## src/verilog/cmd_queue_defs.svh

```systemverilog
`ifndef CMD_QUEUE_DEFS_SVH
`define CMD_QUEUE_DEFS_SVH

// address field widths of a local request
`define CMD_CHIP_BITS 2
`define CMD_BANK_BITS 3
`define CMD_ROW_BITS 14
`define CMD_COL_BITS 10

// burst count, 1 or 2 beats of the local interface
`define CMD_SIZE_BITS 2

// number of queue entries, all of them visible to the scheduler
`define CMD_QUEUE_DEPTH 4

// occupancy count must hold 0 to CMD_QUEUE_DEPTH
`define CMD_COUNT_BITS 3

`endif
```

## src/verilog/queue_ctrl_pkg.sv

```systemverilog
package queue_ctrl_pkg;

    // what the entry storage does at the next clock edge
    typedef enum logic [2:0] {
        Q_HOLD      = 3'd0,
        Q_PUSH      = 3'd1,
        Q_POP       = 3'd2,
        Q_PUSH_POP  = 3'd3,
        Q_MERGE     = 3'd4,
        Q_MERGE_POP = 3'd5
    } queue_action_e;

endpackage

```

## src/verilog/ddr_cmd_pkg.sv

```systemverilog
`include "cmd_queue_defs.svh"

package ddr_cmd_pkg;

    typedef enum logic {
        CMD_READ  = 1'b0,
        CMD_WRITE = 1'b1
    } cmd_op_e;

    // request as offered by the local side
    typedef struct packed {
        cmd_op_e                    op;
        logic                       autopch;
        logic [`CMD_SIZE_BITS-1:0]  size;
        logic [`CMD_CHIP_BITS-1:0]  chip;
        logic [`CMD_BANK_BITS-1:0]  bank;
        logic [`CMD_ROW_BITS-1:0]   row;
        logic [`CMD_COL_BITS-1:0]   col;
    } cmd_req_t;

    // same layout as cmd_req_t below the valid bit, so a request can be cast
    // straight into an entry
    typedef struct packed {
        logic                       valid;
        cmd_op_e                    op;
        logic                       autopch;
        logic [`CMD_SIZE_BITS-1:0]  size;
        logic [`CMD_CHIP_BITS-1:0]  chip;
        logic [`CMD_BANK_BITS-1:0]  bank;
        logic [`CMD_ROW_BITS-1:0]   row;
        logic [`CMD_COL_BITS-1:0]   col;
    } cmd_entry_t;

endpackage

```

## src/verilog/cmd_queue_top.sv

```systemverilog
`timescale 1ns/10ps

`include "cmd_queue_defs.svh"

module cmd_queue_top
    import ddr_cmd_pkg::*;
    import queue_ctrl_pkg::*;
(
    input  logic        ctl_clk,
    input  logic        ctl_reset_n,
    input  logic        req_valid,
    input  cmd_req_t    req,
    input  logic        fetch,
    output logic        queue_full,
    output logic        queue_empty,
    output cmd_entry_t  look_ahead [0:`CMD_QUEUE_DEPTH-1]
);

    queue_action_e              action;
    logic [`CMD_COUNT_BITS-1:0] count;
    logic                       merge_ok;
    logic                       tail_not_head;
    cmd_entry_t                 tail_entry;

    queue_ctrl ctrl0 (
        .ctl_clk       (ctl_clk),
        .ctl_reset_n   (ctl_reset_n),
        .req_valid     (req_valid),
        .fetch         (fetch),
        .merge_ok      (merge_ok),
        .action        (action),
        .count         (count),
        .tail_not_head (tail_not_head),
        .queue_full    (queue_full),
        .queue_empty   (queue_empty)
    );

    cmd_queue_store store0 (
        .ctl_clk     (ctl_clk),
        .ctl_reset_n (ctl_reset_n),
        .action      (action),
        .count       (count),
        .req         (req),
        .look_ahead  (look_ahead),
        .tail_entry  (tail_entry)
    );

    burst_merge_check merge0 (
        .req           (req),
        .tail_entry    (tail_entry),
        .tail_not_head (tail_not_head),
        .merge_ok      (merge_ok)
    );

endmodule

```

## src/verilog/burst_merge_check.sv

```systemverilog
`timescale 1ns/10ps

`include "cmd_queue_defs.svh"

module burst_merge_check
    import ddr_cmd_pkg::*;
(
    input  cmd_req_t    req,
    input  cmd_entry_t  tail_entry,
    input  logic        tail_not_head,
    output logic        merge_ok
);

    logic same_target;
    logic same_line;
    logic single_beats;
    logic col_in_order;

    assign same_target = (tail_entry.op   == req.op)   &&
                         (tail_entry.chip == req.chip) &&
                         (tail_entry.bank == req.bank) &&
                         (tail_entry.row  == req.row);

    // two size 1 bursts share the upper column bits of one size 2 burst
    assign same_line = (tail_entry.col[`CMD_COL_BITS-1:3] == req.col[`CMD_COL_BITS-1:3]);

    assign single_beats = (tail_entry.size == `CMD_SIZE_BITS'(1)) &&
                          (req.size == `CMD_SIZE_BITS'(1));

    assign col_in_order = !tail_entry.col[2] && req.col[2];

    // the head may be fetched in this very cycle, so it is never merged into
    assign merge_ok = tail_not_head && tail_entry.valid && single_beats &&
                      same_target && same_line && col_in_order;

endmodule

```

## src/verilog/cmd_queue_store.sv

```systemverilog
`timescale 1ns/10ps

`include "cmd_queue_defs.svh"

module cmd_queue_store
    import ddr_cmd_pkg::*;
    import queue_ctrl_pkg::*;
(
    input  logic                        ctl_clk,
    input  logic                        ctl_reset_n,
    input  queue_action_e               action,
    input  logic [`CMD_COUNT_BITS-1:0]  count,
    input  cmd_req_t                    req,
    output cmd_entry_t                  look_ahead [0:`CMD_QUEUE_DEPTH-1],
    output cmd_entry_t                  tail_entry
);

    cmd_entry_t                 entry     [0:`CMD_QUEUE_DEPTH-1];
    cmd_entry_t                 entry_nxt [0:`CMD_QUEUE_DEPTH-1];
    logic                       do_pop;
    logic                       do_push;
    logic                       do_merge;
    logic [`CMD_COUNT_BITS-1:0] push_slot;
    logic [`CMD_COUNT_BITS-1:0] merge_slot;
    logic [`CMD_COUNT_BITS-1:0] tail_slot;

    assign do_pop   = (action == Q_POP) || (action == Q_PUSH_POP) ||
                      (action == Q_MERGE_POP);
    assign do_push  = (action == Q_PUSH) || (action == Q_PUSH_POP);
    assign do_merge = (action == Q_MERGE) || (action == Q_MERGE_POP);

    assign tail_slot = count - `CMD_COUNT_BITS'(1);

    // slots are taken after the shift, so both move down by one on a pop
    assign push_slot  = do_pop ? count - `CMD_COUNT_BITS'(1) : count;
    assign merge_slot = do_pop ? count - `CMD_COUNT_BITS'(2) : tail_slot;

    always_comb begin
        for (int i = 0; i < `CMD_QUEUE_DEPTH; i++) begin
            if (!do_pop) begin
                entry_nxt[i] = entry[i];
            end else if (i < `CMD_QUEUE_DEPTH - 1) begin
                entry_nxt[i] = entry[i+1];
            end else begin
                entry_nxt[i] = '0;
            end
        end
        for (int i = 0; i < `CMD_QUEUE_DEPTH; i++) begin
            if (do_push && push_slot == `CMD_COUNT_BITS'(i)) begin
                entry_nxt[i] = cmd_entry_t'({1'b1, req});
            end
            // the older request keeps its column, only the burst grows
            if (do_merge && merge_slot == `CMD_COUNT_BITS'(i)) begin
                entry_nxt[i].size = `CMD_SIZE_BITS'(2);
            end
        end
    end

    // invalid entries stay all zero, which keeps look_ahead fully defined
    always_ff @(posedge ctl_clk or negedge ctl_reset_n) begin
        if (!ctl_reset_n) begin
            for (int i = 0; i < `CMD_QUEUE_DEPTH; i++) begin
                entry[i] <= '0;
            end
        end else begin
            for (int i = 0; i < `CMD_QUEUE_DEPTH; i++) begin
                entry[i] <= entry_nxt[i];
            end
        end
    end

    always_comb begin
        tail_entry = '0;
        for (int i = 0; i < `CMD_QUEUE_DEPTH; i++) begin
            if (count != '0 && tail_slot == `CMD_COUNT_BITS'(i)) begin
                tail_entry = entry[i];
            end
        end
    end

    assign look_ahead = entry;

endmodule

```

## src/verilog/queue_ctrl.sv

```systemverilog
`timescale 1ns/10ps

`include "cmd_queue_defs.svh"

module queue_ctrl
    import queue_ctrl_pkg::*;
(
    input  logic                        ctl_clk,
    input  logic                        ctl_reset_n,
    input  logic                        req_valid,
    input  logic                        fetch,
    input  logic                        merge_ok,
    output queue_action_e               action,
    output logic [`CMD_COUNT_BITS-1:0]  count,
    output logic                        tail_not_head,
    output logic                        queue_full,
    output logic                        queue_empty
);

    logic accept;
    logic pop;

    assign queue_full    = (count == `CMD_COUNT_BITS'(`CMD_QUEUE_DEPTH));
    assign queue_empty   = (count == '0);
    assign tail_not_head = (count >= `CMD_COUNT_BITS'(2));

    // a fetch in the same cycle never frees a slot for the request
    assign accept = req_valid && !queue_full;
    assign pop    = fetch && !queue_empty;

    always_comb begin
        if (accept && merge_ok) begin
            action = pop ? Q_MERGE_POP : Q_MERGE;
        end else if (accept) begin
            action = pop ? Q_PUSH_POP : Q_PUSH;
        end else begin
            action = pop ? Q_POP : Q_HOLD;
        end
    end

    always_ff @(posedge ctl_clk or negedge ctl_reset_n) begin
        if (!ctl_reset_n) begin
            count <= '0;
        end else begin
            case (action)
                Q_PUSH: begin
                    count <= count + `CMD_COUNT_BITS'(1);
                end
                Q_POP, Q_MERGE_POP: begin
                    count <= count - `CMD_COUNT_BITS'(1);
                end
                default: begin
                    // push with pop and a plain merge leave occupancy alone
                    count <= count;
                end
            endcase
        end
    end

endmodule

```

## config.mk

```make
export PLATFORM = sky130hd
export DESIGN_NAME = cmd_queue_top
export DESIGN_NICKNAME = d
export VERILOG_FILES = /design/src/verilog/queue_ctrl_pkg.sv /design/src/verilog/ddr_cmd_pkg.sv /design/src/verilog/cmd_queue_top.sv /design/src/verilog/burst_merge_check.sv /design/src/verilog/cmd_queue_store.sv /design/src/verilog/queue_ctrl.sv
export VERILOG_INCLUDE_DIRS = /design/src /design/src/verilog
export SDC_FILE = /design/constraint.sdc
export NUM_CORES = 1
export LEC_CHECK = 0
export ABC_AREA = 1
export BUFFER_PORTS_ARGS = -buffer_cell sky130_fd_sc_hd__buf_2
export CAP_MARGIN = 30
export CORE_MARGIN = 3
export CORE_UTILIZATION = 60
export DETAILED_ROUTE_END_ITERATION = 7
export HOLD_SLACK_MARGIN = 0.1
export PLACE_DENSITY = 0.86
export SYNTH_ARGS = -nofsm -noshare
export SYNTH_HDL_FRONTEND = slang
export SYNTH_HIERARCHICAL = 1
export SYNTH_SLANG_ARGS = --single-unit
```

## constraint.sdc

```tcl
create_clock -name ctl_clk -period 6.9 [get_ports ctl_clk]
set_clock_uncertainty 0.1 [all_clocks]
set_input_delay 0.345 -clock ctl_clk [delete_from_list [all_inputs] [get_ports ctl_clk]]
set_output_delay 0.345 -clock ctl_clk [all_outputs]
set_load 0.005 [all_outputs]
```

== Word-level counts from Yosys, hierarchy flattened ==
Cells that the tools add are included.

* Bits in registers: 139
* Output and inout port bits: 138
* Input bits: 37

* Equal/unequal tests: 22
* Reduce and logical (&&, ||, !) cells: 47
* Mux-type cells: 24
* Add/subtract/negate cells: 3
* Magnitude comparators: 1

{| class="wikitable"
|+ Operators by type and width
! kind !! count
|-
| 34-bit 2-to-1 mux || 12
|-
| 1-bit logical AND || 25
|-
| 3-bit by 2-bit == test with 1-bit output (second input constant) || 8
|-
| 3-bit nonzero test || 5
|-
| 14-bit == test || 1
|-
| 3-bit by 1-bit == test with 1-bit output (second input constant) || 4
|-
| 3-bit zero test || 4
|-
| 2-bit 2-to-1 mux || 6
|-
| 3-bit 2-to-1 mux || 4
|-
| 2-bit nonzero test || 5
|-
| 3-bit == test (second input constant) || 3
|-
| 7-bit == test || 1
|-
| 3-bit one-hot mux with 2 select lines || 1
|-
| 2-bit by 1-bit == test with 1-bit output (second input constant) || 2
|-
| 1-bit logical OR || 4
|-
| 3-bit by 1-bit adder with 3-bit output (second input constant) || 1
|-
| 3-bit == test || 1
|-
| 3-bit by 2-bit greater-or-equal comparator with 1-bit output (second input constant) || 1
|-
| 1-bit zero test || 3
|-
| 3-bit by 1-bit subtractor with 3-bit output (second input constant) || 1
|-
| 3-bit by 2-bit subtractor with 3-bit output (second input constant) || 1
|-
| 2-bit == test || 1
|-
| 2-bit OR reduction || 1
|-
| 1-bit == test || 1
|-
| 1-bit 2-to-1 mux || 1
|}

== Depth between registers and ports, before layout ==
Gate-level depths: netlist of run 1.

* Word-level depth: 24
* Gate-level depth with buffers: 34
* Gate-level depth less buffers: 33

== Hierarchy ==
The synthesis of run 1 kept the hierarchy.

{| class="wikitable"
|+ Modules (own cells, without submodules)
! module !! instances !! area an instance (um2) !! cells each !! sequential area each (um2)
|-
| cmd_queue_store || 1 || 7706.1 || 1020 || 3403.3
|-
| burst_merge_check || 1 || 585.6 || 150 || 0.0
|-
| queue_ctrl || 1 || 306.5 || 40 || 75.1
|}

== Least setup slack after synthesis of run 1 ==
No wires, ideal clock.

* Path kind: register to register
* Start point: reg ctrl0.count[0]
* End point: reg store0.entry, in the netlist store0/look_ahead[100]
* Buffers on the path: 2
* Stages on the path, launching flop included: 33
* Data required time: 6.676 ns
* Arrival: 3.732 ns
* Period minus slack after synthesis: 3.956 ns
* Path slack: 2.944 ns
* Path through: dfrtp_1 -> inv_1 -> ha_1 -> inv_1 -> nand2_1 -> nand2_1 -> nand2_1 -> nor2_2 -> buf_2 -> nand3_1 -> nand3_1 -> o211ai_1 -> nand2_1 -> inv_1 -> nand2_1 -> nand2_1 -> nor2_1 -> nand2_1 -> nor2_1 -> nand2_1 -> nor2_1 -> inv_1 -> nor2_1 -> inv_1 -> nand2_4 -> nand2_4 -> nand2_2 -> nand3_4 -> nor2_8 -> nor2_8 -> buf_2 -> nand2_1 -> nand3_1

{| class="wikitable"
|+ RTL lines
! element !! RTL line !! text
|-
| from (decl) || queue_ctrl.sv:14 || <nowiki>output logic [`CMD_COUNT_BITS-1:0] count,</nowiki>
|-
| from (signal assigned) || queue_ctrl.sv:47 || <nowiki>count <= count + `CMD_COUNT_BITS'(1);</nowiki>
|-
| from (signal assigned) || queue_ctrl.sv:50 || <nowiki>count <= count - `CMD_COUNT_BITS'(1);</nowiki>
|-
| from (signal assigned) || queue_ctrl.sv:54 || <nowiki>count <= count;</nowiki>
|-
| to (signal, indexed assignment) || cmd_queue_store.sv:67 || <nowiki>entry[i] <= entry_nxt[i];</nowiki>
|-
| to (decl) || cmd_queue_store.sv:18 || <nowiki>cmd_entry_t entry [0:`CMD_QUEUE_DEPTH-1];</nowiki>
|}

==> results of run 1 <==
where the power goes:
group,total (mW),internal (mW),switching [mW]
combinational,2.12,0.746,1.37
sequential,1.53,1.15,0.384
clock,0.782,0.456,0.326
total,4.43,2.35,2.08
cell usage in the layout (no fill, tap or decap), types with 11 or more instances in the layout:
cell,instances
buf_2,173
buf_4,11
clkbuf_16,17
dfrtp_1,139
inv_1,96
nand2_1,435
nand3_1,283
nor2_1,39
o211ai_1,34
o21ai_1,13
routing by layer:
metal  track usage, %  wire (um)
met5                0          0
met4             12.2        738
met3             7.16       3110
met2             52.5      12500
met1             46.9      10700
final cells by class:
type	count	area, um2	share of cell area, %
Multi-Input combinational cell	880	4250	43.3
Tap cell	176	220	2.24
Inverter	101	382	3.89
Clock buffer	23	458	4.66
Clock inverter	4	22.5	0.229
Timing Repair Buffer	189	1010	10.3
Sequential cell	139	3480	35.4
worst max-delay path: cells and delay by family (launching register included):
| kind | cells | cell delay, ns |
|---|---|---|
| AO/OA/AOI/OAI | 5 | 0.64 |
| adder cells (fa/ha/maj) | 1 | 0.28 |
| flip-flops | 1 | 0.56 |
| AND/OR/NAND/NOR | 18 | 3.44 |
| buffers and inverters | 7 | 1.16 |
sequential cells by signal (all words and copies together), names as in the netlist:
name and cells:
store0/look_ahead 136, ctrl0/count 3
through the flow:
stage                     setup slack (ns)  area [um2]
after floorplan                       2.98        8510
after global placement               0.947        9310
after detailed placement             0.767        9310
after CTS                            0.741        9820
after global routing                0.0413        9820
final                                0.513        9820
path summary, 6_finish.rpt:
path / startpoint / end / slack [ns]
worst max-delay path: ctrl0/count[0] / store0/look_ahead[23] / 0.51
worst min-delay path: req[26] / store0/look_ahead[128] / 0.12
worst max register to register: ctrl0/count[0] / store0/look_ahead[23] / 0.51
worst min register to register: store0/look_ahead[133] / store0/look_ahead[133] / 0.38
max in group asynchronous: ctl_reset_n / store0/look_ahead[108] / 4.98
min in group asynchronous: ctl_reset_n / store0/look_ahead[40] / 0.47
==> flow_summary.json, run 1 <==
{
  "netlist_area_um2": 8510,
  "fin_crit_sh_pct": 92.6,
  "leakage_nw": 5.52,
  "cts_buffers": 17,
  "required_ns": 7.07,
  "dr.pass1.iters": 8,
  "postLayoutCoreUtil_pct": 72.4,
  "remaining_drc_errors": 1,
  "syn-num-nets": 1235,
  "fmax_mhz": 157,
  "slowest_stage": "nor2_4",
  "cts_hold_buffers": 3,
  "timing.final.crit_period_ns": 6.39,
  "crit_fanout": 45,
  "final_cells": 1512,
  "diodes": 0,
  "cp_common_cell": "nand2_1",
  "io_pins": 175,
  "grt_max_degree": 89,
  "crit_path_end_kind": "flip-flop",
  "nFillCells": 1079,
  "synthCells": 1192,
  "grt_pass1_wl_um": 43000,
  "max-cap-violations": 0,
  "post-place-cells": 1482,
  "reg2reg_depth": 31,
  "rsz0062_at_grt": "no",
  "clock_sinks": 139,
  "fp.dieH_um": 125,
  "start_util_pct": 62.8,
  "relSlewSlack_pct": 35.3,
  "setup_viol": 0,
  "clkLatencyLatePin_ns": 0.42,
  "failed_checks": "design-rule violations",
  "avgSynthCellArea_um2": 7.14,
  "area_growth_pct": 15.3,
  "hold_path.class": "input port to flip-flop",
  "rows": 42,
  "num_vias": 9009,
  "critPathLaunchType": "flip-flop",
  "dieArea_um2": 15700,
  "fin_hold_ws_ns": 0.118,
  "crit_type": "flip-flop to flip-flop",
  "dp_hpwl_um": 17300,
  "cts_tree": "done",
  "die_width_um": 125,
  "clk_pin_slew_worst_paths_ns": 0.05,
  "core_um2": 13600,
  "antenna_found_initial": 0,
  "first_iter_violations": 1315,
  "wl_per_cell_um": 17.9,
  "yosys_warnings": 6,
  "grt_pass1_vias": 8256,
  "io_buffers": 174,
  "min_path_cells": 3,
  "crit_arrival_ns": 6.56,
  "finalPower_mw": 4.43,
  "grt_remaining_overflow": 0,
  "worst_slew_pin_slew_ns": 0.968,
  "htree_levels": 4,
  "cts_root_buf": "clkbuf_16",
  "final.setup.tns_ns": 0,
  "routed_wl_um": 27100,
  "drv_slew": 0,
  "hold_viol_final": 0,
  "routed_via_density": 5.96,
  "drive_above_1_share_pct": 19.2,
  "peakVddDrop_v": 0.000300,
  "cts_setup_buffers": 0,
  "cpPeakStageDelay_ns": 0.57,
  "fin_nets": 1371,
  "cts_buffer_depth": 2,
  "grt_use_total_pct": 33.7,
  "power.density_nw_per_um2": 452,
  "ant_nets": 0,
  "gp_congestion": 0.939,
  "cts_resized": 0,
  "status": "finished, violations left"
}
Power figures use the tool's default switching activity.
==> run 2, diff against run 1 <==
--- a/config.mk
+++ b/config.mk
@@ -8,3 +8,2 @@
 export LEC_CHECK = 0
-export ABC_AREA = 1
 export BUFFER_PORTS_ARGS = -buffer_cell sky130_fd_sc_hd__buf_2
@@ -15,3 +14,3 @@
 export HOLD_SLACK_MARGIN = 0.1
-export PLACE_DENSITY = 0.86
+export PLACE_DENSITY = 0.87
 export SYNTH_ARGS = -nofsm -noshare
--- a/constraint.sdc
+++ b/constraint.sdc
@@ -4,2 +4,2 @@
 set_output_delay 0.345 -clock ctl_clk [all_outputs]
-set_load 0.005 [all_outputs]
+set_load 0.1 [all_outputs]
==> flow_summary.json, run 2 <==
{
  "antenna_found_initial": 0,
  "drv_slew": 0,
  "cts_tree": "done",
  "routed_wl_um": 25100,
  "clkLatencyLatePin_ns": 0.43,
  "hold_start": "req[0]",
  "grt_pass1_wl_um": 38200,
  "fp.dieH_um": 123,
  "final_cell_mix": "mux2i_1, buf_2, dfrtp_1, inv_1, nor2_1",
  "avgSynthCellArea_um2": 10.7,
  "clk_pin_slew_worst_paths_ns": 0.06,
  "cts_setup_buffers": 0,
  "cts_resized": 0,
  "holdPathEnd": "store0/look_ahead[0]",
  "wl_per_cell_um": 22.7,
  "routed_via_density": 6.68,
  "worst_slew_pin_slew_ns": 0.929,
  "syn-num-nets": 812,
  "dr.pass1.iters": 5,
  "fin_nets": 966,
  "dp_hpwl_um": 16500,
  "cts_root_buf": "clkbuf_16",
  "rsz0062_at_grt": "no",
  "first_iter_violations": 876,
  "cts_buffers": 17,
  "grt_max_degree": 95,
  "io_buffers": 174,
  "die_width_um": 123,
  "crit_type": "flip-flop to flip-flop",
  "synthCells": 769,
  "hold_path.class": "input port to flip-flop",
  "relSlewSlack_pct": 38.1,
  "cts_buffer_depth": 2,
  "ff2ff_setup_slack_ns": 0.61,
  "num_vias": 7400,
  "crit_fanout": 19,
  "start_util_pct": 61.9,
  "reg2reg_depth": 19,
  "crit_arrival_ns": 6.54,
  "status": "completed",
  "largest_register_ffs": 136,
  "netlist_area_um2": 8260,
  "rows": 42,
  "clock_sinks": 139,
  "fin_crit_sh_pct": 91.2,
  "grt_remaining_overflow": 0,
  "dieArea_um2": 15200,
  "fmax_mhz": 159,
  "final_common_cell": "mux2i_1",
  "reg2reg_to": "store0/look_ahead[62]",
  "final.setup.tns_ns": 0,
  "reg2reg_from": "ctrl0/count[0]",
  "max-cap-violations": 0,
  "critPathLaunchType": "flip-flop",
  "grt_pass1_vias": 7057,
  "core_um2": 13300,
  "area_growth_pct": 18.2,
  "hold_viol_final": 0,
  "gp_congestion": 0.935,
  "required_ns": 7.14,
  "crit_path_end_kind": "flip-flop",
  "diodes": 0,
  "min_path_cells": 3,
  "setup_viol": 0,
  "timing.final.crit_period_ns": 6.29,
  "cts_hold_buffers": 1,
  "htree_levels": 4,
  "io_pins": 175,
  "remaining_drc_errors": 0,
  "ant_nets": 0,
  "grt_use_total_pct": 32.8,
  "yosys_warnings": 6,
  "drive_above_1_share_pct": 28.5
}
## run 2: through the flow
| step | std cells | utilization (%) | hold WS [ns] | instance area (um2) | worst slack (ns) |
|---|---|---|---|---|---|
| 6_report | 1108 | 73.1 | 0.127 | 9760 | 0.607 |
| 5_1_grt | 1108 | 73.1 | 0.120 | 9760 | 0.203 |
| 4_1_cts | 1108 | 73.1 | 0.118 | 9760 | 0.706 |
| 3_5_place_dp | 1079 | 69.4 | 0.392 | 9260 | 0.756 |
| 3_3_place_gp | 1079 | 69.4 | 0.387 | 9260 | 1.02 |
| 2_1_floorplan | 769 | - | -0.0506 | 8260 | 2.17 |
## run 2: final cells by class
type / count / area, um2
Multi-Input combinational cell: 532 / 4330
Fill cell: 930 / 3590
Sequential cell: 139 / 3480
Timing Repair Buffer: 195 / 1100
Clock buffer: 24 / 472
Tap cell: 176 / 220
Inverter: 38 / 143
Clock inverter: 4 / 20.0
## run 2: how the worst max path moves through the flow
stage / startpoint / end / slack, ns / cells past startpoint
2_1_floorplan: ctrl0/count[0] / store0/look_ahead[132] / 2.17 / 20
4_1_cts: ctrl0/count[0] / store0/look_ahead[50] / 0.71 / 19
5_1_grt: ctrl0/count[0] / store0/look_ahead[47] / 0.20 / 19
3_3_place_gp: ctrl0/count[0] / store0/look_ahead[42] / 1.02 / 19
6_report: ctrl0/count[0] / store0/look_ahead[62] / 0.61 / 19
3_5_place_dp: ctrl0/count[0] / store0/look_ahead[35] / 0.76 / 19
## run 2: critical path, stage by stage, from the launching register on
cell,delay [ns]
dfrtp_1,0.34
inv_1,0.07
ha_1,0.28
or3_1,0.46
o22ai_2,0.74
buf_4,0.33
a221oi_1,0.07
nor2_1,0.15
xor2_1,0.15
nor4_1,0.41
nand3_1,0.17
nor4_2,0.55
nor2b_1,0.21
o22ai_1,0.07
and2_1,0.22
nand3b_1,0.37
a21boi_0,0.35
o21ai_4,0.53
buf_4,0.35
mux2i_1,0.25
## run 2: per-layer routing
| layer | routed length [um] | vias up | global-route usage, % | share of wire, % |
|---|---|---|---|---|
| met2 | 12200 | 532 | 52.1 | 48 |
| met3 | 2490 | 95 | 8.83 | 9.9 |
| met4 | 953 | 0 | 15.4 | 3.8 |
| met1 | 9520 | 3608 | 41.7 | 38 |
| li1 | - | 3165 | - | - |
| met5 | 0 | - | 0 | 0 |
Power of run 2 is left out: the tool's default activity adds up to more than one toggle a clock period on the data nets, which glitch-free logic cannot reach.
